**src/hw/lsu_config_pkg.sv**
```systemverilog
`default_nettype none

package lsu_config_pkg;

    ////////////////////
    // Address map
    localparam logic [31:0] LOCAL_MEM_BASE = 32'h0000_0000;
    localparam int LOCAL_MEM_WORDS = 256;
    localparam int LOCAL_ADDR_W = $clog2(LOCAL_MEM_WORDS) + 2;

    localparam logic [31:0] PBUS_BASE = 32'h8000_0000;
    localparam int PBUS_REGS = 16;
    localparam int PBUS_ADDR_W = $clog2(PBUS_REGS) + 2;

    ////////////////////
    // Sub-units and load tracking
    localparam int ID_W = 4;
    localparam int NUM_SUB_UNITS = 2;
    localparam int SUB_UNIT_W = $clog2(NUM_SUB_UNITS);
    localparam int LOCAL_UNIT = 0;
    localparam int PBUS_UNIT = 1;

    localparam int LOCAL_RD_LATENCY = 1;
    localparam int PBUS_RD_LATENCY = 2;
    // One slot per cycle of the slowest unit
    localparam int ATTR_DEPTH = (PBUS_RD_LATENCY > LOCAL_RD_LATENCY) ?
                                PBUS_RD_LATENCY : LOCAL_RD_LATENCY;

    // {id, fn3, byte offset, subunit index}
    localparam int ATTR_W = ID_W + 3 + 2 + SUB_UNIT_W;

endpackage

`default_nettype wire

```
**src/hw/pbus_sub_unit.sv**
```systemverilog
`timescale 1ns/1ps
`default_nettype none

module pbus_sub_unit
    import lsu_config_pkg::*;
(
    input  wire         clk,
    input  wire         rst,
    input  wire         new_request,
    input  wire  [31:0] addr,
    input  wire         we,
    input  wire  [3:0]  be,
    input  wire  [31:0] wdata,
    output logic        ready,
    output logic        data_valid,
    output logic [31:0] rdata
);

    typedef enum logic [1:0] {
        IDLE,
        WAIT,
        RESP
    } pbus_state_t;

    pbus_state_t state;
    logic [31:0] regs [PBUS_REGS];
    logic [PBUS_ADDR_W-3:0] reg_idx;
    logic [PBUS_ADDR_W-3:0] rd_idx;

    assign reg_idx = addr[PBUS_ADDR_W-1:2];
    assign ready = state == IDLE;
    assign data_valid = state == RESP;

    always_ff @(posedge clk) begin
        if (rst) begin
            state <= IDLE;
            for (int r = 0; r < PBUS_REGS; r++) begin
                regs[r] <= '0;
            end
        end else begin
            case (state)
                IDLE: begin
                    if (new_request && we) begin
                        for (int b = 0; b < 4; b++) begin
                            if (be[b]) begin
                                regs[reg_idx][b*8 +: 8] <= wdata[b*8 +: 8];
                            end
                        end
                    end else if (new_request) begin
                        state <= WAIT;
                    end
                end
                WAIT:    state <= RESP;
                default: state <= IDLE;
            endcase
        end
    end

    // Read index and response word
    always_ff @(posedge clk) begin
        if (state == IDLE && new_request) begin
            rd_idx <= reg_idx;
        end
        if (state == WAIT) begin
            rdata <= regs[rd_idx];
        end
    end

endmodule

`default_nettype wire

```
**config.mk**
```make
export PLATFORM = sky130hd
export DESIGN_NAME = pbus_sub_unit
export DESIGN_NICKNAME = d
export VERILOG_FILES = /design/src/hw/lsu_config_pkg.sv /design/src/hw/pbus_sub_unit.sv
export SDC_FILE = /design/constraint.sdc
export NUM_CORES = 1
export LEC_CHECK = 0
export BUFFER_PORTS_ARGS = -buffer_cell sky130_fd_sc_hd__buf_4
export CAP_MARGIN = 20
export CORE_MARGIN = 2
export CORE_UTILIZATION = 54
export DETAILED_ROUTE_END_ITERATION = 6
export GPL_TIMING_DRIVEN = 0
export PLACE_DENSITY = 0.71
export SLEW_MARGIN = 20
export SYNTH_ARGS = -nofsm -noshare
export SYNTH_HDL_FRONTEND = slang
export SYNTH_SLANG_ARGS = --single-unit
export TNS_END_PERCENT = 30
```
**constraint.sdc**
```tcl
create_clock -name clk -period 3.2 [get_ports clk]
set_input_delay 0.32 -clock clk [delete_from_list [all_inputs] [get_ports clk]]
set_output_delay 0.32 -clock clk [all_outputs]
set_load 0.005 [all_outputs]
```
Yosys cells after proc, flatten, opt, wreduce, memory -nomap -nowiden
Memories as Yosys holds them, arrays and structs flattened. A register that Yosys moved wholly into a read port is not among the register bits.
Index checks and enable logic that the tools add are counted.
Cells by class
  equal/unequal tests: 4
  reductions and logical operators: 5
  muxes and demuxes: 28
Operator list (count)
  32-bit 2-to-1 mux: 1
  32-bit OR reduction: 1
  1-bit 2-to-1 mux: 22
  4-bit 2-to-1 mux: 2
  2-bit 2-to-1 mux: 2
  2-bit inequality test (second input constant): 2
  2-bit one-hot mux with 2 select lines: 1
  2-bit by 1-bit == test with 1-bit output (second input constant): 1
  2-bit == test (second input constant): 1
  1-bit logical AND: 2
  2-bit zero test: 1
  2-bit AND reduction: 1
Storage, ports and cells
  memories kept: 1
  register bits after elaboration: 6
  bits in writable memories: 512
Memories
  regs: depth 16, bits a word 32, rd ports 1, clocked after memory_dff 1, wr ports 16, RTL line pbus_sub_unit.sv:26  | logic [31:0] regs [PBUS_REGS];

Logic depth before layout (Yosys ltp)
  depth after elaboration: 7
  gate-level depth with buffers: 6
  mapped depth without buffers: 3

Worst setup path after synthesis
No wires, ideal clock.
  path type: register to register
  start point: reg state[0]
  end point: reg rdata[0] (read register of regs) (enable)
  path buffers: 0
  slack: 0.920 ns
  stages on the path, launching flop included: 2
  arrival: 1.854 ns
  cells stage by stage: dfxtp_1 -> nor2b_1
Between the ends
  cells in the longest elaborated chain, start to end: 1
Ends and longest elaborated chain
  start: declaration: RTL line pbus_sub_unit.sv:25  | pbus_state_t state;
  start signal: assignment: RTL line pbus_sub_unit.sv:36  | state <= IDLE;
  start signal: assignment: RTL line pbus_sub_unit.sv:50  | state <= WAIT;
  start signal: assignment: RTL line pbus_sub_unit.sv:53  | WAIT: state <= RESP;
  2-bit by 1-bit == test with 1-bit output: RTL line pbus_sub_unit.sv:64  | if (state == WAIT) begin
  end: declaration: RTL line pbus_sub_unit.sv:16  | output logic [31:0] rdata
No other way between the ends.
A chain may end at the register's enable or synchronous reset.

==> flow_metrics.tcl <==
set metrics [dict create \
    numCtsBuffers 55 \
    hold_viol 0 \
    grt_use_met2_pct 46.57 \
    io_buffers 73 \
    final_max_slew_viol_count 0 \
    synth_top_area_share_pct 69.21 \
    max_cap_violations 0 \
    post_cts_buffers 0 \
    die_x_um 213.8 \
    num_rows 76 \
    crit_path_end_kind "flop" \
    tns_ns 0 \
    place_hpwl_um 45140 \
    power_density_nw_per_um2 587.9 \
    fp.dieH_um 213.8 \
    busiest_layer "met2" \
    drive_gt1_share_pct 20.59 \
    hold_ws_ns 0.1699 \
    syn_to_final_growth_pct 13.08 \
    fin_skew_ns 0.01888 \
    grt_antenna_before_repair 0 \
    dr.pass1.iters 5 \
    synthCells 1573 \
    fin_cells 2338 \
    hold_path.class "input port to flop" \
    cts.path.max_buffers 3 \
    ys_types 20 \
    synth_adder_area_share_pct 0 \
    cts_tree "done" \
    synth_compound_area_share_pct 4.041 \
    grt_pass1_vias 14810 \
    placedCellCount 2232 \
    regArea_um2 16500 \
    wirelength_um 65400 \
    drc 0 \
    synth_xor_area_share_pct 0 \
    path_class "input port to flop" \
    synth_area_leaders "edfxtp_1 69%, mux4_2 12%, nor2_1 8.1%" \
    outcome "complete, no violations" \
    synth_ff_type "edfxtp_1" \
    clock_latency_ns 0.60 \
    required_ns 3.40 \
    rsz0062_at_grt "false" \
    grt_use_met3_pct 6.049 \
    antenna_cells 0 \
    fin_crit_sh_pct 91.64 \
    start_util_pct 54.96 \
    ir_drop_mv 0.4420 \
    grt_use_total_pct 29.73 \
    synth_top_family_by_area "multiplexers" \
    leakage_nw 8.726 \
    drt_iter0_drc 1953 \
    synth-edff-count 548 \
    clk_pin_slew_ns 0.06 \
    grt_pass1_wl_um 95700 \
    synth_warnings 0 \
    h-tree-depth 2 \
    fin_nets 1781 \
    ys_async_sr_fraction_pct 0 \
    cts_num_sinks 550 \
    die_area_um2 45730 \
    setup-violations-final 0 \
    yosysTopAreaCell "edfxtp_1" \
    arrival_ns 3.14 \
    synth.net_count 1645 \
    fmax_mhz 341.0 \
    multiInputGateArea_um2 6594 \
    routedWlPerCell_um 27.97 \
    fill_cells 3202 \
    grt_max_degree 19 \
    place_congestion 0.9413 \
    post_drt_via_cell_ratio 6.318 \
    synth_most_common_cell "edfxtp_1" \
    grt_overflow_total 0 \
    netlist_top_cells_count "548 x edfxtp_1, 516 x nor2_1, 128 x mux4_2, 91 x clkbuf_1" \
    finalCriticalPeriod_ns 2.933 \
    vias 14770 \
    synth_seq_cells 550 \
    synth_area_um2 23780 \
    startpoint_type "input port" \
    pin_count 106 \
    yosysSeqAreaShare_pct 69.37 \
    avgSynthCellArea_um2 15.12 \
    synth_mux_area_share_pct 12.12 \
    worst_slew_pin_slew_ns 1.081 \
    relSlewSlack_pct 27.76 \
    core-area_um2 43270 \
    cts_root_buffer "clkbuf_16" \
    cp_max_fo 9 \
    yosys.area_share.simple_pct 11.53 \
    grtUsageMet1_pct 40.68 \
    ant_nets 0 \
]
worst max-delay path, stage by stage:
cell and delay (ns):
dlygate4sd3_1 0.54, buf_4 0.12, buf_2 0.16, nor2b_1 0.15
clkbuf_1 0.17, nand3_1 0.56, o21bai_1 1.09
path summary, 6_finish.rpt:
check,startpoint,to,slack [ns],depth (start not counted)
hold reg to reg,regs[6][29]$_SDFFCE_PN0P_,rdata[29]$_DFFE_PN_,0.75,3
setup reg to reg,state[1]$_SDFFE_PP0P_,regs[6][18]$_SDFFCE_PN0P_,0.40,5
hold / removal,wdata[4],regs[0][4]$_SDFFCE_PN0P_,0.17,3
setup / recovery,addr[4],regs[7][9]$_SDFFCE_PN0P_,0.27,7
metrics by stage:
step | area [um2] | worst slack, ns | power [mW] | utilization, %
4_1_cts | 26890 | 0.4269 | 15.82 | 62.14
5_1_grt | 26890 | 0.2367 | 16.17 | 62.14
2_1_floorplan | 23780 | 0.9201 | 9.119 | -
6_report | 26890 | 0.2675 | 15.81 | 62.14
3_3_place_gp | 25060 | -0.7434 | 9.559 | 57.92
3_5_place_dp | 25090 | 0.3480 | 9.598 | 57.98
report_power, final:
part           total, mW  leakage (nW)  internal, mW  switching (mW)
Sequential          8.28          5.54          8.21          0.0777
Clock               6.34         0.859          3.61            2.73
Combinational       1.18          2.33         0.424           0.758
Total               15.8          8.73          12.2            3.57
state kept, by name (all words and copies together) (netlist names):
signal,count
regs,512
state,2
rd_idx,4
rdata,32
cells by family (layout without fill, tap and decap cells):
family | after synthesis | after routing
AND/OR/NAND/NOR | 613 | 613
flip-flops | 550 | 550
buffers and inverters | 154 | 334
AO/OA/AOI/OAI | 128 | 128
multiplexers | 128 | 128
timing repair:
action / 4_1_cts / 5_1_grt
gates resized for setup: 0 / 0
hold buffers: 5 / 0
setup endpoints to repair: 0 / 0
hold endpoints to repair: 5 / 0
metal layers:
metal	vias up	routed length (um)
met3	166	7381
li1	6144	-
met4	0	3248
met2	988	30910
met1	7474	23870
met5	-	0
cells in the final DEF (no fill, tap or decap), drive strengths merged:
| master | Yosys | routed |
|---|---|---|
| o21bai | 64 | 64 |
| nor2 | 516 | 516 |
| and2 | 1 | 1 |
| bufinv | 0 | 4 |
| nor3b | 2 | 2 |
| nand4 | 33 | 33 |
| nand2 | 41 | 41 |
| clkinv | 0 | 25 |
| buf | 63 | 136 |
| dfxtp | 2 | 2 |
| mux4 | 128 | 128 |
| edfxtp | 548 | 548 |
| clkbuf | 91 | 160 |
| a22oi | 64 | 64 |
| dlygate4sd3 | 0 | 5 |
| nand3 | 10 | 10 |
| clkinvlp | 0 | 4 |
| nor2b | 10 | 10 |
area by class of cell:
cell class,instances,area share [%]
clock inverters,33,0.9772
plain buffers,154,2.592
repair buffers,79,2.299
well taps,585,2.722
multi-input cells,869,24.52
flip-flops and latches,550,61.35
clock buffers,68,5.533
Power figures use the tool's default switching activity.
