<file path="config.mk">
export PLATFORM = sky130hd
export DESIGN_NAME = load_align_stage
export DESIGN_NICKNAME = d
export VERILOG_FILES = /design/src/hw/ls_isa_pkg.sv /design/src/hw/lsu_config_pkg.sv /design/src/hw/load_align_stage.sv
export SDC_FILE = /design/constraint.sdc
export NUM_CORES = 1
export LEC_CHECK = 0
export BUFFER_PORTS_ARGS = -buffer_cell sky130_fd_sc_hd__buf_2
export CORE_MARGIN = 3
export CORE_UTILIZATION = 37
export DETAILED_ROUTE_END_ITERATION = 8
export MAX_ROUTING_LAYER = met4
export PLACE_DENSITY = 0.91
export SLEW_MARGIN = 20
export SYNTH_ARGS = -nofsm -noshare
export SYNTH_HDL_FRONTEND = slang
export SYNTH_SLANG_ARGS = --single-unit
</file>
<file path="constraint.sdc">
create_clock -name vclk -period 2.3
set_clock_uncertainty 0.1 [all_clocks]
set_input_delay 0.115 -clock vclk [all_inputs]
set_output_delay 0.115 -clock vclk [all_outputs]
set_load 0.005 [all_outputs]
</file>
<file path="src/hw/ls_isa_pkg.sv">
`default_nettype none

package ls_isa_pkg;

    // Load/store funct3 field
    typedef enum logic [2:0] {
        LS_B = 3'd0,
        LS_H = 3'd1,
        LS_W = 3'd2,
        L_BU = 3'd4,
        L_HU = 3'd5
    } ls_fn3_t;

    typedef enum logic [1:0] {
        OP_LOAD  = 2'd0,
        OP_STORE = 2'd1,
        OP_FENCE = 2'd2
    } ls_op_t;

    // mcause values for the two alignment traps
    typedef enum logic [4:0] {
        LOAD_ADDR_MISALIGNED      = 5'd4,
        STORE_AMO_ADDR_MISALIGNED = 5'd6
    } ls_exc_code_t;

endpackage

`default_nettype wire

</file>
<file path="src/hw/lsu_config_pkg.sv">
`default_nettype none

package lsu_config_pkg;

    ////////////////////
    // Address map
    localparam logic [31:0] LOCAL_MEM_BASE = 32'h0000_0000;
    localparam int LOCAL_MEM_WORDS = 256;
    localparam int LOCAL_ADDR_W = $clog2(LOCAL_MEM_WORDS) + 2;

    localparam logic [31:0] PBUS_BASE = 32'h8000_0000;
    localparam int PBUS_REGS = 16;
    localparam int PBUS_ADDR_W = $clog2(PBUS_REGS) + 2;

    ////////////////////
    // Sub-units and load tracking
    localparam int ID_W = 4;
    localparam int NUM_SUB_UNITS = 2;
    localparam int SUB_UNIT_W = $clog2(NUM_SUB_UNITS);
    localparam int LOCAL_UNIT = 0;
    localparam int PBUS_UNIT = 1;

    localparam int LOCAL_RD_LATENCY = 1;
    localparam int PBUS_RD_LATENCY = 2;
    // One slot per cycle of the slowest unit
    localparam int ATTR_DEPTH = (PBUS_RD_LATENCY > LOCAL_RD_LATENCY) ?
                                PBUS_RD_LATENCY : LOCAL_RD_LATENCY;

    // {id, fn3, byte offset, subunit index}
    localparam int ATTR_W = ID_W + 3 + 2 + SUB_UNIT_W;

endpackage

`default_nettype wire

</file>
<file path="src/hw/load_align_stage.sv">
`timescale 1ns/1ps
`default_nettype none

module load_align_stage
    import ls_isa_pkg::*;
    import lsu_config_pkg::*;
(
    input  wire [ATTR_W-1:0]        attr_data,
    input  wire                     attr_valid,
    input  wire [NUM_SUB_UNITS-1:0] unit_data_valid,
    input  wire [31:0]              unit_rdata [NUM_SUB_UNITS],
    input  wire                     exc_load_done,
    input  wire [ID_W-1:0]          exc_id,
    output logic                    attr_pop,
    output logic                    wb_done,
    output logic [ID_W-1:0]         wb_id,
    output logic [31:0]             wb_data
);

    logic [ID_W-1:0]       attr_id;
    ls_fn3_t               attr_fn3;
    logic [1:0]            attr_byte;
    logic [SUB_UNIT_W-1:0] attr_unit;
    logic [31:0]           unit_word;
    logic [31:0]           shifted;

    assign attr_id   = attr_data[ATTR_W-1 -: ID_W];
    assign attr_fn3  = ls_fn3_t'(attr_data[SUB_UNIT_W+2 +: 3]);
    assign attr_byte = attr_data[SUB_UNIT_W +: 2];
    assign attr_unit = attr_data[SUB_UNIT_W-1:0];

    ////////////////////
    // Select and align
    assign unit_word = unit_rdata[attr_unit];
    assign shifted = unit_word >> {attr_byte, 3'b000};

    always_comb begin
        case (attr_fn3)
            LS_B:    wb_data = {{24{shifted[7]}}, shifted[7:0]};
            L_BU:    wb_data = {24'd0, shifted[7:0]};
            LS_H:    wb_data = {{16{shifted[15]}}, shifted[15:0]};
            L_HU:    wb_data = {16'd0, shifted[15:0]};
            default: wb_data = unit_word;
        endcase
    end

    ////////////////////
    // Writeback
    assign attr_pop = attr_valid & |unit_data_valid;
    // A trapped load completes with its ID only
    assign wb_done = attr_pop | exc_load_done;
    assign wb_id = exc_load_done ? exc_id : attr_id;

endmodule

`default_nettype wire

</file>
# After elaboration in Yosys (flattened, before gate mapping)
# Index checks and enable logic that the tools add are counted.
[classes]
n_addsub = 0
n_mul = 0
div = 0
magnitude_cmp = 1
eq_ne = 3
shift = 1
muxes = 5
n_bitwise = 3
n_reduce_logical = 2
[op_table]
columns = ["op", "count"]
rows = [
  ["32-bit case mux with 4 select lines", 1],
  ["32-bit two-way mux", 3],
  ["32-bit by 5-bit right shift with 16-bit output", 1],
  ["3-bit equality test (second input constant)", 2],
  ["4-bit two-way mux", 1],
  ["3-bit by 1-bit equality test with 1-bit output (second input constant)", 1],
  ["3-bit logical NOT", 1],
  ["2-bit >= comparator (second input constant)", 1],
  ["1-bit inverter with 2-bit output", 1],
  ["2-bit OR reduction", 1],
  ["1-bit AND", 1],
  ["1-bit bitwise OR", 1],
]
[word_totals]
register_bits = 0
latchBits = 0
ramBits = 0
rom_bits = 0
input_bits = 82
out_inout_bits = 38
wordCells = 15
n_memories = 0

# Depth between registers and ports, before layout
[logic_depth]
depth_word = 6
ltp_mapped = 7
ltp_nobuf = 4

# Least setup slack after synthesis
# No wires, ideal clock.
[synth_timing]
kind = "input port to output port"
from = "input port attr_data[0]"
to = "output port wb_data[10]"
t_arrival_ps = 1601
required_ps = 2085
slack_ps = 484
stages = 7
n_path_buf = 3
path_cell_list = "buf_6 mux2i_1 mux4_2 or4_1 buf_2 buf_6 o221ai_1"
[synth_via]
elab_chain_cells = 6
[synth_rtl]
columns = ["element", "line", "rtl"]
rows = [
  ["start, declared", "load_align_stage.sv:8", "input wire [ATTR_W-1:0] attr_data,"],
  ["1-bit inverter with 2-bit output (implied by the code) *", "load_align_stage.sv:34", "assign unit_word = unit_rdata[attr_unit];"],
  ["32-bit two-way mux (implied by the code) * (3 in series)", "load_align_stage.sv:34", ""],
  ["32-bit by 5-bit right shift with 16-bit output", "load_align_stage.sv:35", "assign shifted = unit_word >> {attr_byte, 3'b000};"],
  ["32-bit case mux with 4 select lines *", "load_align_stage.sv:38", "case (attr_fn3)"],
  ["end, declared", "load_align_stage.sv:17", "output logic [31:0] wb_data"],
]
# Every way passes the cells marked *; elsewhere a longest branch is shown, timed or not. The select of a mux whose other input is x is not followed.

# Worst setup path after layout
[layout_timing]
from = "input port attr_data[0]"
to = "output port wb_data[31]"
# Same word-level chain as after synthesis.

==> run metrics <==
status=completed; maximum VDD drop=0.100 mV; FFs & Latches=0; I/O Buffers=120; M1 WL=around 1700 um; post-synth top area cell=mux2i_1; internal power=slightly above 200 uW; Combinational Power Share=between 90% and 100%; Max Slew Vio Count=0; HPWL after detailed placement=between 3000 and 4000 um; Post-Synth Simple-Gate Area=a little over an eighth; Synth Area in Adders=0%; grt ovf=0; Placeable Area=2810 sq um; Seq pwr share=0%; top-area cell type share of the netlist area=27.8%; Clk network pwr share=0%; Ys Warns=0; largest family of logic cells by synthesized area=multiplexers; first-pass GRT wire length=~6000 um; Worst Path Buf+Inv=2; post-synthesis mux area share=45.0%; critical-path cell list=buf_2 > mux2i_1 > o22ai_1 > o21ai_2 > o211ai_1 > buf_2; highest routed layer=met3; GPL Wtd Cong=around 0.72; pwr/cell area=220 nW/um^2; met3 wire length=roughly 330 um; WS Path Type=primary input to output port; Worst EP arrival=between 1.5 and 2 ns; Synth Instances=129; Post-Place Worst Slack=approximately 0.22 ns; hold path cells=3; chip width=between 60 and 70 um; CTS Hold Buffers Added=0; Synth Cell Area=between 1000 and 1500 sq um; initial drt markers=50; crit end category=output port; # resized after CTS=0; io pins=120; # fillers=281; max frequency=around 470 MHz; sequential share of the synthesized area=0%; Post-layout nets=about 330; # rows=19; Mean Syn Cell Area=~8.6 sq um; actual slew at the worst max-slew pin=just over 0.9 ns; first-pass iteration count of the detailed router=4; area of the multi-input gates=1020 sq um; Netlist cell types=26; Starting Density=between 30 and 40%; crit path time final=approximately 2.1 ns; # Post-CTS Setup Buffers=0; Die Area=3710 sq um; hold_sp=unit_data_valid[0]; Layout clock buffers=0; Sequential cell area=0 sq um; CP top delay family=compound AO/OA/AOI/OAI gates; xor and xnor area share after synthesis=0%; CP required=roughly 2.1 ns; Vias=between 1500 and 2000; NetSw=~180 uW; share of cells above drive strength 1=between 60% and 70%; crit path launch type=primary input; Total Power=about 380 uW; setup TNS=0 ns; Sw Share=between 40 and 50%; CP max stage cell=o21ai_2; largest net degree at the start of global routing=20; number of global-route vias before repair=between 1000 and 1500; max-cap violations=0; Die Ht=~61 um; CP Max Fanout=16; area growth from synthesis to layout=55.1%; largest cells by area after synthesis=mux2i_1 28%, mux2_2 11%, o211ai_2 7.9%, nand3_2 6.3%, a22oi_1 6.1%; Post-Syn Nets=211; post-route ant nets=0; setup violators final=0; met2 WL post-DR=roughly 2200 um; # diodes=0; WL/cell=15.5 um; Worst Hold Path EP=attr_pop; Most Frequent Cell on Critical Path=buf_2; final WL=between 4000 and 5000 um; Final Hold Viols=0; CP peak stage delay=0.74 ns; Rel. slew slack=between 30% and 40%; RSZ-0062 raised after global routing=false; worst min path class=primary input to output port; DRC Markers=0; vias per inst=a little under 6; worst hold slack=approximately 0.42 ns; leakage power=0.00100 uW; initial antenna violation count=0; total track usage=between 20% and 30%; Tcrit/Tclk final=around 92%; fin worst setup slack=between 0.15 and 0.2 ns; Synth Area in Compound Gates=between 30% and 40%
==> cells by family after synthesis <==
group / count (synthesis)
buffers and inverters: 17
AOI/OAI and AO/OA: 42
muxes: 45
and+or+nand+nor: 25
==> cells in the mapped netlist <==
| master | n |
|---|---|
| nor3_1 | 1 |
| buf_6 | 3 |
| nor2_1 | 4 |
| nand3_2 | 7 |
| o21ai_2 | 1 |
| o221ai_1 | 6 |
| o21a_1 | 1 |
| a21oi_1 | 1 |
| nand2_1 | 8 |
| o211ai_2 | 7 |
| inv_1 | 1 |
| o221ai_2 | 2 |
| mux4_2 | 3 |
| o22ai_1 | 8 |
| mux2_2 | 11 |
| buf_2 | 5 |
| nand2b_1 | 2 |
| buf_1 | 2 |
| or4_1 | 1 |
| mux2i_1 | 31 |
| a22oi_1 | 9 |
| inv_2 | 1 |
| or2_2 | 2 |
| a2bb2oi_1 | 5 |
| clkbuf_1 | 5 |
| o211ai_1 | 2 |
==> area by class of cell <==
cell class,instances,share of cell area (%)
Timing Repair Buffer,128,38.2
Multi-Input combinational cell,112,59.1
Tap cell,31,2.24
Inverter,2,0.434
==> power by group through the flow <==
stage / logic [uW] / registers, uW / clock network [uW]
floorplan: 213 / 0 / 0
global placement: 372 / 0 / 0
detailed placement: 380 / 0 / 0
CTS: 382 / 0 / 0
global route: 415 / 0 / 0
finish: 380 / 0 / 0
==> tightest hold or removal path, cell delays in order <==
cell and delay (ns):
buf_2 0.08, o21a_1 0.11, buf_2 0.11
==> stage by stage <==
stage          utilization, %  instance area, sq um  std cells
2_1_floorplan               -                  1110        129
3_3_place_gp             61.6                  1730        273
3_5_place_dp             61.6                  1730        273
4_1_cts                  61.6                  1730        273
5_1_grt                  61.6                  1730        273
6_report                 61.6                  1730        273
==> layout by cell type (no fill, tap or decap) <==
cell type  netlist  layout
mux2i_1         31      31
buf_4            0       8
nand3_2          7       7
a21oi_1          1       1
or2_2            2       2
o221ai_1         6       6
nand2_1          8       8
a2bb2oi_1        5       5
o211ai_1         2       2
nor2_1           4       4
o21a_1           1       1
mux2_2          11      11
or4_1            1       1
nor3_1           1       1
o21ai_2          1       1
o221ai_2         2       2
inv_2            1       1
mux4_2           3       3
a22oi_1          9       9
inv_1            1       1
o22ai_1          8       8
nand2b_1         2       2
buf_2            5     120
o211ai_2         7       7
==> layer usage <==
metal  vias to the layer above  GRT usage (%)
li1                        751              -
met1                       742           26.4
met2                        83           40.8
met3                         0          0.213
met4                         0              0
met5                         -              -
==> worst max path at each step <==
stage / startpoint / to / slack (ns) / depth (start not counted)
6_report: attr_data[0] / wb_data[31] / 0.19 / 6
5_1_grt: attr_data[0] / wb_data[31] / 0.02 / 6
4_1_cts: attr_data[0] / wb_data[31] / 0.21 / 6
3_5_place_dp: attr_data[0] / wb_data[31] / 0.22 / 6
3_3_place_gp: attr_data[0] / wb_data[23] / 0.28 / 7
2_1_floorplan: attr_data[0] / wb_data[10] / 0.48 / 7
No activity file was read; power rests on OpenSTA's default activity.
