$ cat config.mk
export PLATFORM = sky130hd
export DESIGN_NAME = ls_request_router
export DESIGN_NICKNAME = d
export VERILOG_FILES = /design/src/hw/ls_isa_pkg.sv /design/src/hw/lsu_config_pkg.sv /design/src/hw/ls_request_router.sv
export SDC_FILE = /design/constraint.sdc
export NUM_CORES = 1
export LEC_CHECK = 0
export BUFFER_PORTS_ARGS = -buffer_cell sky130_fd_sc_hd__buf_2
export CELL_PAD_IN_SITES_DETAIL_PLACEMENT = 1
export CELL_PAD_IN_SITES_GLOBAL_PLACEMENT = 1
export CORE_AREA = 2 2 51 53
export DETAILED_ROUTE_END_ITERATION = 12
export DIE_AREA = 0 0 53 55
export GPL_TIMING_DRIVEN = 0
export PLACE_DENSITY_LB_ADDON = 0.1
export SLEW_MARGIN = 20
export SYNTH_ARGS = -nofsm -noshare
export SYNTH_HDL_FRONTEND = slang
export SYNTH_SLANG_ARGS = --single-unit
$ cat constraint.sdc
create_clock -name clk -period 2.6 [get_ports clk]
set_clock_uncertainty 0.2 [all_clocks]
set_input_delay 0.39 -clock clk [delete_from_list [all_inputs] [get_ports clk]]
set_output_delay 0.39 -clock clk [all_outputs]
set_load 0.005 [all_outputs]
$ cat src/hw/ls_isa_pkg.sv
`default_nettype none

package ls_isa_pkg;

    // Load/store funct3 field
    typedef enum logic [2:0] {
        LS_B = 3'd0,
        LS_H = 3'd1,
        LS_W = 3'd2,
        L_BU = 3'd4,
        L_HU = 3'd5
    } ls_fn3_t;

    typedef enum logic [1:0] {
        OP_LOAD  = 2'd0,
        OP_STORE = 2'd1,
        OP_FENCE = 2'd2
    } ls_op_t;

    // mcause values for the two alignment traps
    typedef enum logic [4:0] {
        LOAD_ADDR_MISALIGNED      = 5'd4,
        STORE_AMO_ADDR_MISALIGNED = 5'd6
    } ls_exc_code_t;

endpackage

`default_nettype wire

$ cat src/hw/lsu_config_pkg.sv
`default_nettype none

package lsu_config_pkg;

    ////////////////////
    // Address map
    localparam logic [31:0] LOCAL_MEM_BASE = 32'h0000_0000;
    localparam int LOCAL_MEM_WORDS = 256;
    localparam int LOCAL_ADDR_W = $clog2(LOCAL_MEM_WORDS) + 2;

    localparam logic [31:0] PBUS_BASE = 32'h8000_0000;
    localparam int PBUS_REGS = 16;
    localparam int PBUS_ADDR_W = $clog2(PBUS_REGS) + 2;

    ////////////////////
    // Sub-units and load tracking
    localparam int ID_W = 4;
    localparam int NUM_SUB_UNITS = 2;
    localparam int SUB_UNIT_W = $clog2(NUM_SUB_UNITS);
    localparam int LOCAL_UNIT = 0;
    localparam int PBUS_UNIT = 1;

    localparam int LOCAL_RD_LATENCY = 1;
    localparam int PBUS_RD_LATENCY = 2;
    // One slot per cycle of the slowest unit
    localparam int ATTR_DEPTH = (PBUS_RD_LATENCY > LOCAL_RD_LATENCY) ?
                                PBUS_RD_LATENCY : LOCAL_RD_LATENCY;

    // {id, fn3, byte offset, subunit index}
    localparam int ATTR_W = ID_W + 3 + 2 + SUB_UNIT_W;

endpackage

`default_nettype wire

$ cat src/hw/ls_request_router.sv
`timescale 1ns/1ps
`default_nettype none

module ls_request_router
    import ls_isa_pkg::*;
    import lsu_config_pkg::*;
(
    input  wire                      clk,
    input  wire                      rst,
    input  wire                      req_valid,
    input  wire [31:0]               req_addr,
    input  wire ls_op_t              req_op,
    input  wire ls_fn3_t             req_fn3,
    input  wire [ID_W-1:0]           req_id,
    input  wire [NUM_SUB_UNITS-1:0]  unit_ready,
    input  wire                      attr_full,
    input  wire                      attr_valid,
    output logic                     req_accept,
    output logic [NUM_SUB_UNITS-1:0] unit_new_request,
    output logic                     attr_push,
    output logic [ATTR_W-1:0]        attr_data
);

    logic                  local_hit;
    logic                  pbus_hit;
    logic [SUB_UNIT_W-1:0] target_unit;
    logic [SUB_UNIT_W-1:0] last_unit;
    logic                  switch_stall;

    ////////////////////
    // Range decode
    assign local_hit = req_addr[31:LOCAL_ADDR_W] == LOCAL_MEM_BASE[31:LOCAL_ADDR_W];
    assign pbus_hit  = req_addr[31:PBUS_ADDR_W] == PBUS_BASE[31:PBUS_ADDR_W];

    // Unmapped addresses alias into the local RAM
    assign target_unit = (pbus_hit && !local_hit) ? SUB_UNIT_W'(PBUS_UNIT)
                                                  : SUB_UNIT_W'(LOCAL_UNIT);

    // Results must come back in order, so no switch with loads in flight
    assign switch_stall = (target_unit != last_unit) && attr_valid;

    assign req_accept = req_valid && unit_ready[target_unit] && !attr_full && !switch_stall;

    always_comb begin
        for (int i = 0; i < NUM_SUB_UNITS; i++) begin
            unit_new_request[i] = req_accept && (target_unit == SUB_UNIT_W'(i));
        end
    end

    ////////////////////
    // Load attributes
    assign attr_push = req_accept && (req_op == OP_LOAD);
    assign attr_data = {req_id, req_fn3, req_addr[1:0], target_unit};

    always_ff @(posedge clk) begin
        if (rst) begin
            last_unit <= SUB_UNIT_W'(LOCAL_UNIT);
        end else if (attr_push) begin
            last_unit <= target_unit;
        end
    end

endmodule

`default_nettype wire

=== After elaboration in Yosys (flattened, before gate mapping) ===
Index checks and enable logic that the tools add are counted.

* Mux-type cells: 3
* Reduce and logical (&&, ||, !) cells: 13
* $lt $le $gt $ge: 1
* Bitwise gates (word level): 1
* Equality and inequality tests: 2
* Add/subtract/negate cells: 0
* Divide/modulo/power cells: 0
* Shifts and indexed selects: 0
* Multipliers: 0

{| class="wikitable"
|+ Operator list
! kind !! count
|-
| 26-bit equality test (second input constant) || 1
|-
| 22-bit zero test || 1
|-
| 1-bit logical AND || 8
|-
| 1-bit zero test || 3
|-
| 1-bit two-way mux || 3
|-
| 2-bit zero test || 1
|-
| 1-bit by 2-bit < comparator with 1-bit output (second input constant) || 1
|-
| 1-bit != test || 1
|-
| 1-bit inverter || 1
|}

* Bits in writable memories: 0
* Logic and storage cells: 21
* Bits in read-only memories: 0
* Memories kept: 0
* Input bits: 48
* Bits in registers: 1
* Latch bits: 0

=== Logic depth before layout (Yosys ltp) ===
* Depth in word-level cells: 10
* Gate-level depth with buffers: 4
* Mapped depth without buffers: 4

=== Worst setup path after synthesis ===
Ideal clock, no wire load.

* Path kind: input-to-output
* From: input port req_addr[11]
* To: output port attr_push
* Stages: 4
* Arrival time: 1.277 ns
* Slack: 0.733 ns
* Required time: 2.010 ns
* Buffers on the path: 0
* Cell sequence: nor4_4 o211ai_2 nor3_4 mux2i_1

* Cells in the longest elaborated chain, start to end: 10

{| class="wikitable"
|+ Ends and longest elaborated chain
! item !! RTL line !! text
|-
| start, declared || ls_request_router.sv:11 || <nowiki>input wire [31:0] req_addr,</nowiki>
|-
| 22-bit zero test || ls_request_router.sv:32 || <nowiki>assign local_hit = req_addr[31:LOCAL_ADDR_W] == LOCAL_MEM_BASE[31:LOCAL_ADDR_W];</nowiki>
|-
| 1-bit zero test || ls_request_router.sv:36 || <nowiki>assign target_unit = (pbus_hit && !local_hit) ? SUB_UNIT_W'(PBUS_UNIT)</nowiki>
|-
| 1-bit logical AND * || ls_request_router.sv:36 ||
|-
| 1-bit two-way mux * || ls_request_router.sv:36 ||
|-
| named net target_unit || ls_request_router.sv:26 || <nowiki>logic [SUB_UNIT_W-1:0] target_unit;</nowiki>
|-
| 1-bit two-way mux (not written as such) (2 in a row) || ls_request_router.sv:42 || <nowiki>assign req_accept = req_valid && unit_ready[target_unit] && !attr_full && !switch_stall;</nowiki>
|-
| 1-bit logical AND (2 in a row) || ls_request_router.sv:42 ||
|-
| 1-bit logical AND * || ls_request_router.sv:42 ||
|-
| 1-bit logical AND * || ls_request_router.sv:52 || <nowiki>assign attr_push = req_accept && (req_op == OP_LOAD);</nowiki>
|-
| end, declared || ls_request_router.sv:20 || <nowiki>output logic attr_push,</nowiki>
|}

The timed path passes the listed nets; every way through them passes the cells marked *. The select of a mux whose other input is x is not followed.

=== Final worst setup path ===
* From: input port req_addr[24]
* To: output port req_accept

* Cells in the longest elaborated chain, start to end: 9

{| class="wikitable"
|+ Ends and longest elaborated chain
! item !! RTL line !! text
|-
| 22-bit zero test || ls_request_router.sv:32 ||
|-
| 1-bit zero test || ls_request_router.sv:36 ||
|-
| 1-bit logical AND * || ls_request_router.sv:36 ||
|-
| 1-bit two-way mux * || ls_request_router.sv:36 ||
|-
| named net target_unit || ls_request_router.sv:26 ||
|-
| 1-bit two-way mux (not written as such) (2 in a row) || ls_request_router.sv:42 ||
|-
| 1-bit logical AND (2 in a row) || ls_request_router.sv:42 ||
|-
| 1-bit logical AND * || ls_request_router.sv:42 ||
|-
| end, declared || ls_request_router.sv:18 || <nowiki>output logic req_accept,</nowiki>
|}

Marked as above.

==> flow_summary.json <==
{
  "crit_start": "req_addr[24]",
  "pwr-share-seq": 0.220,
  "reg2reg_depth": 4,
  "gp_congestion": 0.587,
  "layout.nets": 137,
  "ys_seq_elements": 1,
  "die_x_um": 53,
  "cp_data_arrival_time_ns": 1.60,
  "slew_viol_final": 0,
  "wirelength_um": 1070,
  "num_vias": 459,
  "finalHoldViolCount": 0,
  "netlist_area_um2": 295,
  "first_pass_iters": 4,
  "synth_area_leader_cell": "buf_4",
  "worst_setup_path_end_kind": "primary output",
  "p_per_area_nw_per_um2": 124,
  "r2r_start": "last_unit",
  "routedWlPerCell_um": 9.12,
  "cts_repair_resize_count": 0,
  "synth_nets": 87,
  "largest_reg_flops": 1,
  "drive_above_1_share": 0.701,
  "regToRegSetupSlack_ns": 1.28,
  "synthTopCellsByArea": "buf_4, nor4_1, nor4_4",
  "clock_power_share": 0,
  "drt-initial-drc-count": 2,
  "postCtsHoldBufs": 0,
  "setup_tns_ns": 0,
  "yosys.cell_types.count": 18,
  "p_leak_nw": 0.314,
  "antenna_cells": 0,
  "crit_type": "primary input to primary output",
  "die_area_um2": 2920,
  "synthXorXnorAreaFrac": 0,
  "io_buffers": 48,
  "clk_pin_slew_ns": 0,
  "grt_pass1_vias": 426,
  "worstSetupEndpoint": "req_accept",
  "synthCells": 39,
  "required_ns": 2.01,
  "max-vdd-ir-drop_mv": 0.0461,
  "ant_nets": 0,
  "switchingPower_mw": 0.0198,
  "top_register": "last_unit",
  "yosysWarnings": 0,
  "period_needed_ns": 2.19,
  "p_int_mw": 0.0515,
  "clock_latency_ns": 0,
  "rows": 18,
  "synth_compound_area_frac": 0.131,
  "grt_max_degree": 6,
  "dp_worst_setup_slack_ns": 0.371,
  "max_slew_margin": 0.717,
  "drc": 0,
  "finalSetupViolCount": 0,
  "ys_seq_area_frac": 0.0678,
  "rsz0062_at_grt": "no",
  "stdcell_count": 117,
  "combPwrFrac": 0.780,
  "reg2reg_to": "last_unit",
  "fin_crit_sh": 0.844,
  "track_usage": 0.0711,
  "status": "finished, final reports clean",
  "fp.coreArea_um2": 2360,
  "synth-simple-area-share": 0.453,
  "synth_top_family_by_area": "simple AND/OR/NAND/NOR gates",
  "sw_frac_of_total": 0.277,
  "yosys-mux-area-fraction": 0.0678,
  "via_per_inst": 3.92,
  "grt_first_pass_wirelength_um": 1640,
  "overflow": 0,
  "post_synth_fa_ha_maj_area_fraction": 0,
  "die-height_um": 55,
  "io_pins": 62,
  "start_util": 0.125,
  "post-cts-setup-buffer-count": 0,
  "hold_class": "flip-flop to flip-flop",
  "syn_avg_cell_area_um2": 7.57,
  "worst_slew_pin_slew_ns": 0.421,
  "synth_top_area_frac": 0.254,
  "max_freq_mhz": 456,
  "dpl.cell_count": 117,
  "largestRegisters": "last_unit (1)",
  "antenna_found_initial": 0,
  "worstPathMaxFanout": 5,
  "place_hpwl_um": 1070,
  "total_power_mw": 0.0712,
  "max_cap_violations": 0,
  "critical_path.startpoint_type": "primary input",
  "setup_ws_ns": 0.406,
  "area_delta_synth_final_pct": 94.1
}
==> critical path, stage by stage <==
cell     delay [ns]
buf_2          0.09
nor4_1         0.32
nand3_1        0.20
nor3_4         0.25
mux2i_1        0.22
buf_2          0.13
==> kinds of logic after synthesis <==
family | after synthesis
muxes | 2
and+or+nand+nor | 20
DFF | 1
buffers and inverters | 12
AOI/OAI and AO/OA | 4
==> worst min-delay path by stage <==
stage / end / startpoint / slack [ns] / depth (start not counted)
floorplan: last_unit / last_unit / 0.31 / 1
global placement: last_unit / last_unit / 0.36 / 1
detailed placement: last_unit / last_unit / 0.36 / 1
CTS: last_unit / last_unit / 0.36 / 1
global route: last_unit / last_unit / 0.42 / 1
finish: last_unit / last_unit / 0.35 / 1
==> cell type report <==
class | count | area, µm²
Fill cell | 309 | 1790
Inverter | 2 | 7.51
Sequential cell | 1 | 20.0
Tap cell | 30 | 37.5
Multi-Input combinational cell | 26 | 193
Timing Repair Buffer | 48 | 240
Buffer | 10 | 75.1
==> cells in the final DEF, fill, tap and decap left out <==
master     n
buf_2     48
buf_4     10
nor4_1     5
nand2_1    3
nor2_1     3
nand3_1    3
inv_1      2
mux2i_1    2
nor4_4     1
o211ai_2   1
nor4b_1    1
nor3_4     1
nor2b_1    1
nand4_1    1
a21boi_0   1
and3_1     1
a31o_1     1
a32o_1     1
dfxtp_1    1
==> through the flow <==
stage | cell area, µm² | utilization | hold slack, ns
floorplan | 295 | - | 0.315
global placement | 573 | 0.242 | 0.356
detailed placement | 573 | 0.242 | 0.360
CTS | 573 | 0.242 | 0.360
global route | 573 | 0.242 | 0.420
finish | 573 | 0.242 | 0.354
==> power groups by stage <==
stage | registers, mW | clock network, mW | logic (mW)
6_report | 0.0157 | 0 | 0.0556
5_1_grt | 0.0157 | 0 | 0.0623
4_1_cts | 0.0157 | 0 | 0.0567
3_5_place_dp | 0.0157 | 0 | 0.0566
3_3_place_gp | 0.0157 | 0 | 0.0556
2_1_floorplan | 0.0157 | 0 | 0.0191
==> synthesized netlist by cell type, drive strengths merged <==
cell type   n
and3        1
nand4       1
nor3        1
nand2       3
a21boi      1
inv         2
dfxtp       1
nor4        6
nor2b       1
buf        10
nor2        3
o211ai      1
a31o        1
a32o        1
nor4b       1
mux2i       2
nand3       3
==> layer usage <==
metal	vias up	track usage	wire length [µm]
met1	196	0.0819	358
met2	31	0.148	560
li1	232	-	-
met3	0	0.00806	148
met4	0	0	0
met5	-	0	0
Note: power is estimated with default switching activity, not from simulation.
