## config.mk

```make
export PLATFORM = sky130hd
export DESIGN_NAME = load_attr_fifo
export DESIGN_NICKNAME = d
export VERILOG_FILES = /design/src/hw/lsu_config_pkg.sv /design/src/hw/load_attr_fifo.sv
export SDC_FILE = /design/constraint.sdc
export NUM_CORES = 1
export LEC_CHECK = 0
export BUFFER_PORTS_ARGS = -buffer_cell sky130_fd_sc_hd__buf_2
export CORE_MARGIN = 3
export CORE_UTILIZATION = 44
export CTS_BUF_LIST = sky130_fd_sc_hd__clkbuf_16
export DETAILED_ROUTE_END_ITERATION = 10
export GPL_TIMING_DRIVEN = 0
export PLACE_DENSITY = 0.72
export SLEW_MARGIN = 40
export SYNTH_ARGS = -nofsm -noshare
export SYNTH_HDL_FRONTEND = slang
export SYNTH_SLANG_ARGS = --single-unit
```

## constraint.sdc

```tcl
create_clock -name clk -period 1.4 [get_ports clk]
set_input_delay 0.28 -clock clk [delete_from_list [all_inputs] [get_ports clk]]
set_output_delay 0.28 -clock clk [all_outputs]
set_load 0.01 [all_outputs]
```

## src/hw/lsu_config_pkg.sv

```systemverilog
`default_nettype none

package lsu_config_pkg;

    ////////////////////
    // Address map
    localparam logic [31:0] LOCAL_MEM_BASE = 32'h0000_0000;
    localparam int LOCAL_MEM_WORDS = 256;
    localparam int LOCAL_ADDR_W = $clog2(LOCAL_MEM_WORDS) + 2;

    localparam logic [31:0] PBUS_BASE = 32'h8000_0000;
    localparam int PBUS_REGS = 16;
    localparam int PBUS_ADDR_W = $clog2(PBUS_REGS) + 2;

    ////////////////////
    // Sub-units and load tracking
    localparam int ID_W = 4;
    localparam int NUM_SUB_UNITS = 2;
    localparam int SUB_UNIT_W = $clog2(NUM_SUB_UNITS);
    localparam int LOCAL_UNIT = 0;
    localparam int PBUS_UNIT = 1;

    localparam int LOCAL_RD_LATENCY = 1;
    localparam int PBUS_RD_LATENCY = 2;
    // One slot per cycle of the slowest unit
    localparam int ATTR_DEPTH = (PBUS_RD_LATENCY > LOCAL_RD_LATENCY) ?
                                PBUS_RD_LATENCY : LOCAL_RD_LATENCY;

    // {id, fn3, byte offset, subunit index}
    localparam int ATTR_W = ID_W + 3 + 2 + SUB_UNIT_W;

endpackage

`default_nettype wire

```

## src/hw/load_attr_fifo.sv

```systemverilog
`timescale 1ns/1ps
`default_nettype none

module load_attr_fifo
    import lsu_config_pkg::*;
(
    input  wire               clk,
    input  wire               rst,
    input  wire               push,
    input  wire [ATTR_W-1:0]  data_in,
    input  wire               pop,
    output logic [ATTR_W-1:0] data_out,
    output logic              valid,
    output logic              full
);

    localparam int PTR_W = (ATTR_DEPTH > 1) ? $clog2(ATTR_DEPTH) : 1;
    localparam int CNT_W = $clog2(ATTR_DEPTH + 1);

    logic [ATTR_W-1:0] entries [ATTR_DEPTH];
    logic [PTR_W-1:0]  wr_ptr;
    logic [PTR_W-1:0]  rd_ptr;
    logic [CNT_W-1:0]  count;
    logic              do_push;
    logic              do_pop;

    assign valid = count != '0;
    assign full = count == CNT_W'(ATTR_DEPTH);
    assign do_push = push & ~full;
    assign do_pop = pop & valid;

    // Show-ahead head entry
    assign data_out = entries[rd_ptr];

    always_ff @(posedge clk) begin
        if (rst) begin
            wr_ptr <= '0;
            rd_ptr <= '0;
            count  <= '0;
        end else begin
            if (do_push) begin
                wr_ptr <= (wr_ptr == PTR_W'(ATTR_DEPTH - 1)) ? '0 : wr_ptr + 1'b1;
            end
            if (do_pop) begin
                rd_ptr <= (rd_ptr == PTR_W'(ATTR_DEPTH - 1)) ? '0 : rd_ptr + 1'b1;
            end
            count <= count + CNT_W'(do_push) - CNT_W'(do_pop);
        end
    end

    always_ff @(posedge clk) begin
        if (do_push) begin
            entries[wr_ptr] <= data_in;
        end
    end

endmodule

`default_nettype wire

```

# [After elaboration in Yosys (flattened, before gate mapping)]
# Memory sizes are Yosys's and may differ from the RTL's. A register that Yosys moved wholly into a read port is not among the register bits.
# Cells that the tools add are included.
[totals] in_bits=14 ramBits=20 register_bits=4 out_inout_bits=12 memories=1
[mem_list] memory="entries" words=2 width=10 rd=1 rd_ports_with_merged_regs=1 wr=1 line="load_attr_fifo.sv:20" rtl="logic [ATTR_W-1:0] entries [ATTR_DEPTH];"
[op_classes] mux=6 n_addsub=4 reduce_logical=1 bitwise_logic=3 n_eq_ne=1
[ops] cell="$mux W1" count=6
[ops] cell="$add A1 B1 Y1 const B" count=2
[ops] cell="$add A2 B1 Y2" count=1
[ops] cell="$and A1 B1 Y1" count=2
[ops] cell="$eq A2 B2 Y1 const B" count=1
[ops] cell="$reduce_bool A2 Y1" count=1
[ops] cell="$sub A2 B1 Y2" count=1
[ops] cell="$not A1 Y1" count=1

# [Logic depth before layout (Yosys ltp)]
# Gate-level depths: netlist of run 1.
[depth] depth_word=5 depth_mapped=8

# [Worst setup path before layout of run 1]
# OpenSTA, ideal clock, no wires.
[synth_path] kind="reg-to-reg" from="register count[1]" to="register count[1]" required_ps=1322 arrival_ps=1380 synth_period_minus_slack_ps=1457 path_stages_with_launch=8 path_slack_ps=-57 path_cell_list="dfxtp_1 o21a_1 ha_1 inv_1 ha_1 xor2_1 and2_1 nor3_1"
[synth_lines] item="start, declared" line="load_attr_fifo.sv:23" rtl="logic [CNT_W-1:0] count;"
[synth_lines] item="start signal, assigned" line="load_attr_fifo.sv:47" rtl="count <= count + CNT_W'(do_push) - CNT_W'(do_pop);"
[synth_lines] item="$reduce_bool A2 Y1" line="load_attr_fifo.sv:27" rtl="assign valid = count != '0;"
[synth_lines] item="$and A1 B1 Y1" line="load_attr_fifo.sv:30" rtl="assign do_pop = pop & valid;"
[synth_lines] item="via do_pop" line="load_attr_fifo.sv:25" rtl="logic do_pop;"
[synth_lines] item="$sub A2 B1 Y2" line="load_attr_fifo.sv:47"
# The timed path passes the listed nets, and every way through them passes these cells.
# A chain may end at the register's enable or synchronous reset.

# [Worst setup path in the final report of run 1]
# Ends and elaborated chain as after synthesis.

==> impl_metrics.yaml, run 1 <==
global_route:
  grt_start_max_net_pins: 14
  grt_use_total_pct: 12.2
  antenna_found_initial: 0
  grt_pass1_wl_mm: 2.30
  grt-ovfl-total: 0
  grt_pass1_vias: 502
final_layout:
  multi_input_comb_area_um2: 292
  drive_gt1_share_pct: 58.9
  fin_area_um2: 1360
  final_nets: 107
  seq_area_um2: 707
  utilization_pct: 67.8
  fill_cells: 151
  area_growth_syn_to_layout_pct: 42.1
  antenna_cells: 0
drt:
  wl_per_cell_um: 13.1
  first_pass_iters: 3
  via_count: 564
  drt-total-wl_mm: 1.53
  drc: 0
  ant_nets: 0
  routed_via_density: 4.82
  drtIter0Drc: 4
power:
  power.density_nw_per_um2: 1930
  power.leakage_nw: 0.576
  power_frac_seq_pct: 39.9
  swShare_pct: 25.7
  p_comb_share_pct: 37.4
  intPower_mw: 1.95
  ir_drop_mv: 1.06
  clockPowerShare_pct: 22.7
  switching_power_uw: 675
floorplanning:
  dieHeight_um: 52.6
  rows: 16
  dieWidth_um: 52.6
  core_um2: 2000
  ioPinCount: 26
  start_util_pct: 47.7
  dieArea_um2: 2760
clock_network:
  htree_levels: 1
  cts_max_path_buffers: 2
  cts.sinks: 25
  cts_tree: "built"
  cts_root_buf: "clkbuf_16"
  hold_buffers: 0
  clk-insertion-delay-late_ns: 0.25
  path_clk_slew_ns: 0.06
  cts_inserted_buffers: 3
logic_synthesis:
  synthTopCellsByArea: "edfxtp_1 (63%), mux2_2 (12%), dfxtp_1 (10%)"
  synth_edf_count: 20
  syn_area_per_cell_um2: 16.5
  synthSimpleGateAreaFrac_pct: 6.42
  synthAdderAreaFrac_pct: 2.62
  synth.top_cell.area_share_pct: 62.9
  ys_seq_area_share_pct: 73.4
  synth_ff_type: "edfxtp_1"
  synth.distinct_cells: 21
  mappedNetlistNets: 74
  syn_inst: 58
  synth_top_family_by_area: "multiplexers"
  synthTopCellsByCount: "edfxtp_1 (20), mux2_2 (10), dfxtp_1 (5)"
  synth.area.mux_share_pct: 11.8
  ys_warn_count: 0
  post-synth-top-count-cell: "edfxtp_1"
  async_flop_share_pct: 0
  synth-compound-area-share_pct: 1.83
  yosys.area.top_type: "edfxtp_1"
  syn_area_um2: 955
  synth-xor-area-share_pct: 1.83
  ys_ff_latch: 25
critical_path:
  critPathRequiredTime_ns: 1.57
  cp.arrival_ns: 1.65
  worstSetupEndpointType: "register"
  cp_max_fo: 5
  path_class: "register to register"
  startpoint_type: "register"
timing:
  rsz0062_at_grt: "yes"
  drv_slew: 0
  finClkSkew_ns: 0.00205
  relSlewSlack_pct: 83.6
  setup_ws_ns: -0.0798
  hold_viol: 0
  clock.fmax_mhz: 676
  fin_crit_sh_pct: 106
  worst_pin_slew_ns: 0.247
  min_period_ns: 1.48
  setup_viol: 11
outcome:
  status: "finished with violations"
  violations: "negative setup slack"
placed_design:
  hpwlAfterDp_um: 930
  placed_cell_area_um2: 1110
  place.gp.congestion: 0.607
  io_buffers: 25
flow_run:
  max-cap-violations: 0
min_path:
  hold_class: "input port to register"
==> area by class of cell <==
class                           count  area share, %
Multi-Input combinational cell     28           21.5
Clock buffer                        3           5.54
Sequential cell                    25           52.1
Clock inverter                      1          0.277
Inverter                            4           1.48
Timing Repair Buffer               28           15.8
Buffer                              1          0.830
Tap cell                           27           2.49
==> what timing repair did <==
action / in CTS / in global routing
endpoints found under the hold margin: 0 / 0
cloned: 1 / 0
resized for setup: 30 / 4
setup buffers: 1 / 1
setup endpoints to repair: 21 / 22
==> layout by cell type, fill, tap and decap left out <==
cell type / count
o21a_1: 1
inv_2: 1
ha_1: 1
nor2_1: 3
mux2_4: 10
inv_1: 3
and3_2: 1
nor3_1: 1
xor2_1: 1
xnor2_1: 1
o21ai_0: 1
dfxtp_1: 2
or3_4: 1
dfxtp_4: 1
and2_1: 1
or2_2: 1
buf_4: 2
a21oi_1: 1
ha_2: 1
dfxtp_2: 2
nand2_1: 1
nand2b_4: 1
clkbuf_16: 3
clkinv_4: 1
edfxtp_1: 20
buf_6: 12
buf_2: 15
nor2b_4: 1
==> cell families after synthesis <==
| logic type | after synthesis |
|---|---|
| AND/OR/NAND/NOR | 11 |
| flip-flops | 25 |
| buffers and inverters | 5 |
| multiplexers | 10 |
| AO/OA/AOI/OAI | 3 |
| XOR/XNOR | 2 |
| adder cells (fa/ha/maj) | 2 |
==> through the flow <==
stage / hold WS [ns] / setup WS [ns] / setup TNS [ns] / instances / total power, mW
detailed placement: 0.472 / -0.142 / -0.301 / 110 / 1.67
global placement: 0.468 / -0.0965 / -0.0965 / 110 / 1.66
CTS: 0.210 / -0.0864 / -0.567 / 116 / 2.59
global route: 0.205 / -0.174 / -0.917 / 117 / 2.76
finish: 0.215 / -0.0798 / -0.512 / 117 / 2.62
floorplan: 0.349 / -0.0488 / -0.0488 / 58 / 1.46
==> power by group through the flow <==
| stage | clock network (mW) | registers, mW | logic (mW) |
|---|---|---|---|
| CTS | 0.615 | 1.05 | 0.927 |
| global route | 0.642 | 1.06 | 1.06 |
| floorplan | 0 | 1.01 | 0.452 |
| global placement | 0 | 1.02 | 0.641 |
| detailed placement | 0 | 1.02 | 0.645 |
| finish | 0.596 | 1.05 | 0.981 |
==> worst paths after layout <==
path,startpoint,to,slack [ns],cells after the start
setup reg to reg,count[1],count[1],-0.08,7
hold reg to reg,wr_ptr,wr_ptr,0.50,2
setup / recovery,count[1],count[1],-0.08,7
hold / removal,data_in[6],entries[1][6],0.21,1
==> state kept, by name (all words and copies together), names as in the netlist, named ones only <==
| register | count |
|---|---|
| wr_ptr | 1 |
| rd_ptr | 1 |
| entries | 20 |
| count | 2 |
==> per-layer routing <==
layer	share of wire, %	up-vias	GRT usage [%]
li1	-	271	-
met1	38	273	14.6
met2	55	15	19.8
met3	4.8	5	1.71
met4	2.4	0	8.94
met5	0	-	0
==> critical path: stages, from the launching register on <==
cell     delay, ns
dfxtp_4       0.36
o21a_1        0.18
ha_1          0.27
inv_1         0.04
ha_2          0.16
xor2_1        0.14
and2_1        0.15
nor3_1        0.11
Power figures use the tool's default switching activity.
==> inputs of run 2 (changes only) <==
CORE_UTILIZATION = 49   (was 44)
CTS_CLUSTER_DIAMETER = 30   (was default)
PLACE_DENSITY = 0.75   (was 0.72)
clock period = 1.45 ns   (was 1.4 ns; I/O delays follow)
==> impl_metrics.yaml, run 2 (synthesis results as in run 1) <==
critical_path:
  path_delay_family: "adder cells"
  cp_max_fo: 5
  cpPeakStageDelay_ns: 0.36
  crit_path_cell_trace: "o21a_1 -> ha_1 -> inv_1 -> ha_2 -> xor2_1 -> and2_1 -> nor3_1"
  critical-path-slowest-cell: "dfxtp_4"
  critPathRequiredTime_ns: 1.62
  cp.arrival_ns: 1.69
  worstSetupEndpointType: "register"
  path_class: "register to register"
  path_buf_inv: 1
  startpoint_type: "register"
drt:
  via_count: 567
  drtIter0Drc: 9
  ant_nets: 0
  met3_length_um: 67
  drc: 0
  routed_via_density: 4.85
  maxUsedRoutingLayer: "met3"
  drt-total-wl_mm: 1.55
  wl_met1_um: 635
  wl_met2_um: 844
  first_pass_iters: 4
  wl_per_cell_um: 13.2
clock_network:
  hold_buffers: 0
  cts.sinks: 25
  cts_inserted_buffers: 3
  cts_root_buf: "clkbuf_16"
  htree_levels: 1
  cts_tree: "built"
  path_clk_slew_ns: 0.06
  clk-insertion-delay-late_ns: 0.25
  cts_max_path_buffers: 2
floorplanning:
  start_util_pct: 53.5
  rows: 15
  dieWidth_um: 50.1
  core_um2: 1780
  dieHeight_um: 50.1
  dieArea_um2: 2510
  ioPinCount: 26
global_route:
  grt_start_max_net_pins: 14
  grt_pass1_vias: 589
  grt-ovfl-total: 0
  antenna_found_initial: 0
  grt_use_total_pct: 14.3
  grt_pass1_wl_mm: 2.71
timing:
  hold_ws_ns: 0.226
  min_period_ns: 1.52
  relSlewSlack_pct: 84.1
  clock.fmax_mhz: 656
  setup_viol: 1
  hold_viol: 0
  worst_pin_slew_ns: 0.238
  drv_slew: 0
  fin_crit_sh_pct: 105
  finClkSkew_ns: 0.00322
  rsz0062_at_grt: "yes"
  setup_ws_ns: -0.0737
placed_design:
  hpwlAfterDp_mm: 1.07
  io_buffers: 25
  placedCellCount: 108
  place.gp.congestion: 0.674
final_layout:
  utilization_pct: 76.3
  fill_cells: 111
  reg_top3: "entries x20, count x2"
  drive_gt1_share_pct: 58.7
  area_growth_syn_to_layout_pct: 42.5
  final_nets: 109
  final_cell_count_no_fill: 117
  layout_common_cells: "edfxtp_1 (20), buf_2 (15), buf_6 (12)"
  largest_register: "entries"
  antenna_cells: 0
  layout_commonest_cell: "edfxtp_1"
  largest_register_ffs: 20
flow_run:
  max-cap-violations: 0
outcome:
  violations: "negative setup slack"
  status: "finished with violations"
power:
  swShare_pct: 25.9
  power.density_nw_per_um2: 1860
  p_comb_share_pct: 37.5
  intPower_mw: 1.87
  ir_drop_mv: 1.23
  switching_power_uw: 653
  power_frac_seq_pct: 39.9
  clockPowerShare_pct: 22.7
  power.leakage_nw: 0.572
min_path:
  hold_class: "input port to register"
-- run 2: changes by cell type in the layout (fill, tap and decap cells not counted) --
cell	delta
nor2b_4	-1
clkinvlp_4	+2
buf_4	+1
clkinv_4	-1
nor2b_1	+1
-- run 2: per-layer routing --
layer	vias to the layer above	global-route usage, %
met3	0	2.67
met1	271	18.6
li1	279	-
met2	17	24.1
met4	0	4.15
met5	-	0
-- run 2: what timing repair did --
item                                    in CTS  in global routing
endpoints found under the setup margin      21                 21
pin swaps                                    1                  2
endpoints found under the hold margin        0                  0
setup buffers                                1                  2
gates cloned                                 1                  1
gates resized for setup                     31                  2
-- run 2: stage by stage --
stage,instance area [um2],worst slack (ns),TNS (ns),power [mW]
final,1360,-0.0737,-0.0737,2.52
after global routing,1360,-0.114,-0.390,2.68
after CTS,1330,-0.0620,-0.0841,2.51
after detailed placement,1110,-0.131,-1.42,1.63
after global placement,1110,-0.0878,-0.923,1.60
after floorplan,955,0.00120,0,1.41
-- run 2: area by class of cell --
class | instances | area, um2 | share of cell area (%)
Sequential cell | 25 | 707 | 52.0
Multi-Input combinational cell | 28 | 284 | 20.9
Timing Repair Buffer | 29 | 221 | 16.3
Clock buffer | 3 | 75.1 | 5.52
Tap cell | 25 | 31.3 | 2.30
Inverter | 4 | 18.8 | 1.38
Buffer | 1 | 11.3 | 0.828
Timing Repair inverter | 1 | 7.51 | 0.552
Clock inverter | 1 | 3.75 | 0.276
-- run 2: power by group through the flow --
stage | clock network [mW] | registers, mW | logic (mW)
2_1_floorplan | 0 | 0.978 | 0.434
3_3_place_gp | 0 | 0.984 | 0.615
3_5_place_dp | 0 | 0.994 | 0.633
4_1_cts | 0.591 | 1.01 | 0.909
5_1_grt | 0.620 | 1.03 | 1.03
6_report | 0.572 | 1.01 | 0.945
-- run 2: final timing paths --
check,cells past startpoint,startpoint,slack [ns],endpoint
hold reg to reg,2,wr_ptr,0.51,wr_ptr
setup reg to reg,7,count[1],-0.07,count[1]
hold / removal,1,data_in[5],0.23,entries[1][5]
setup / recovery,7,count[1],-0.07,count[1]
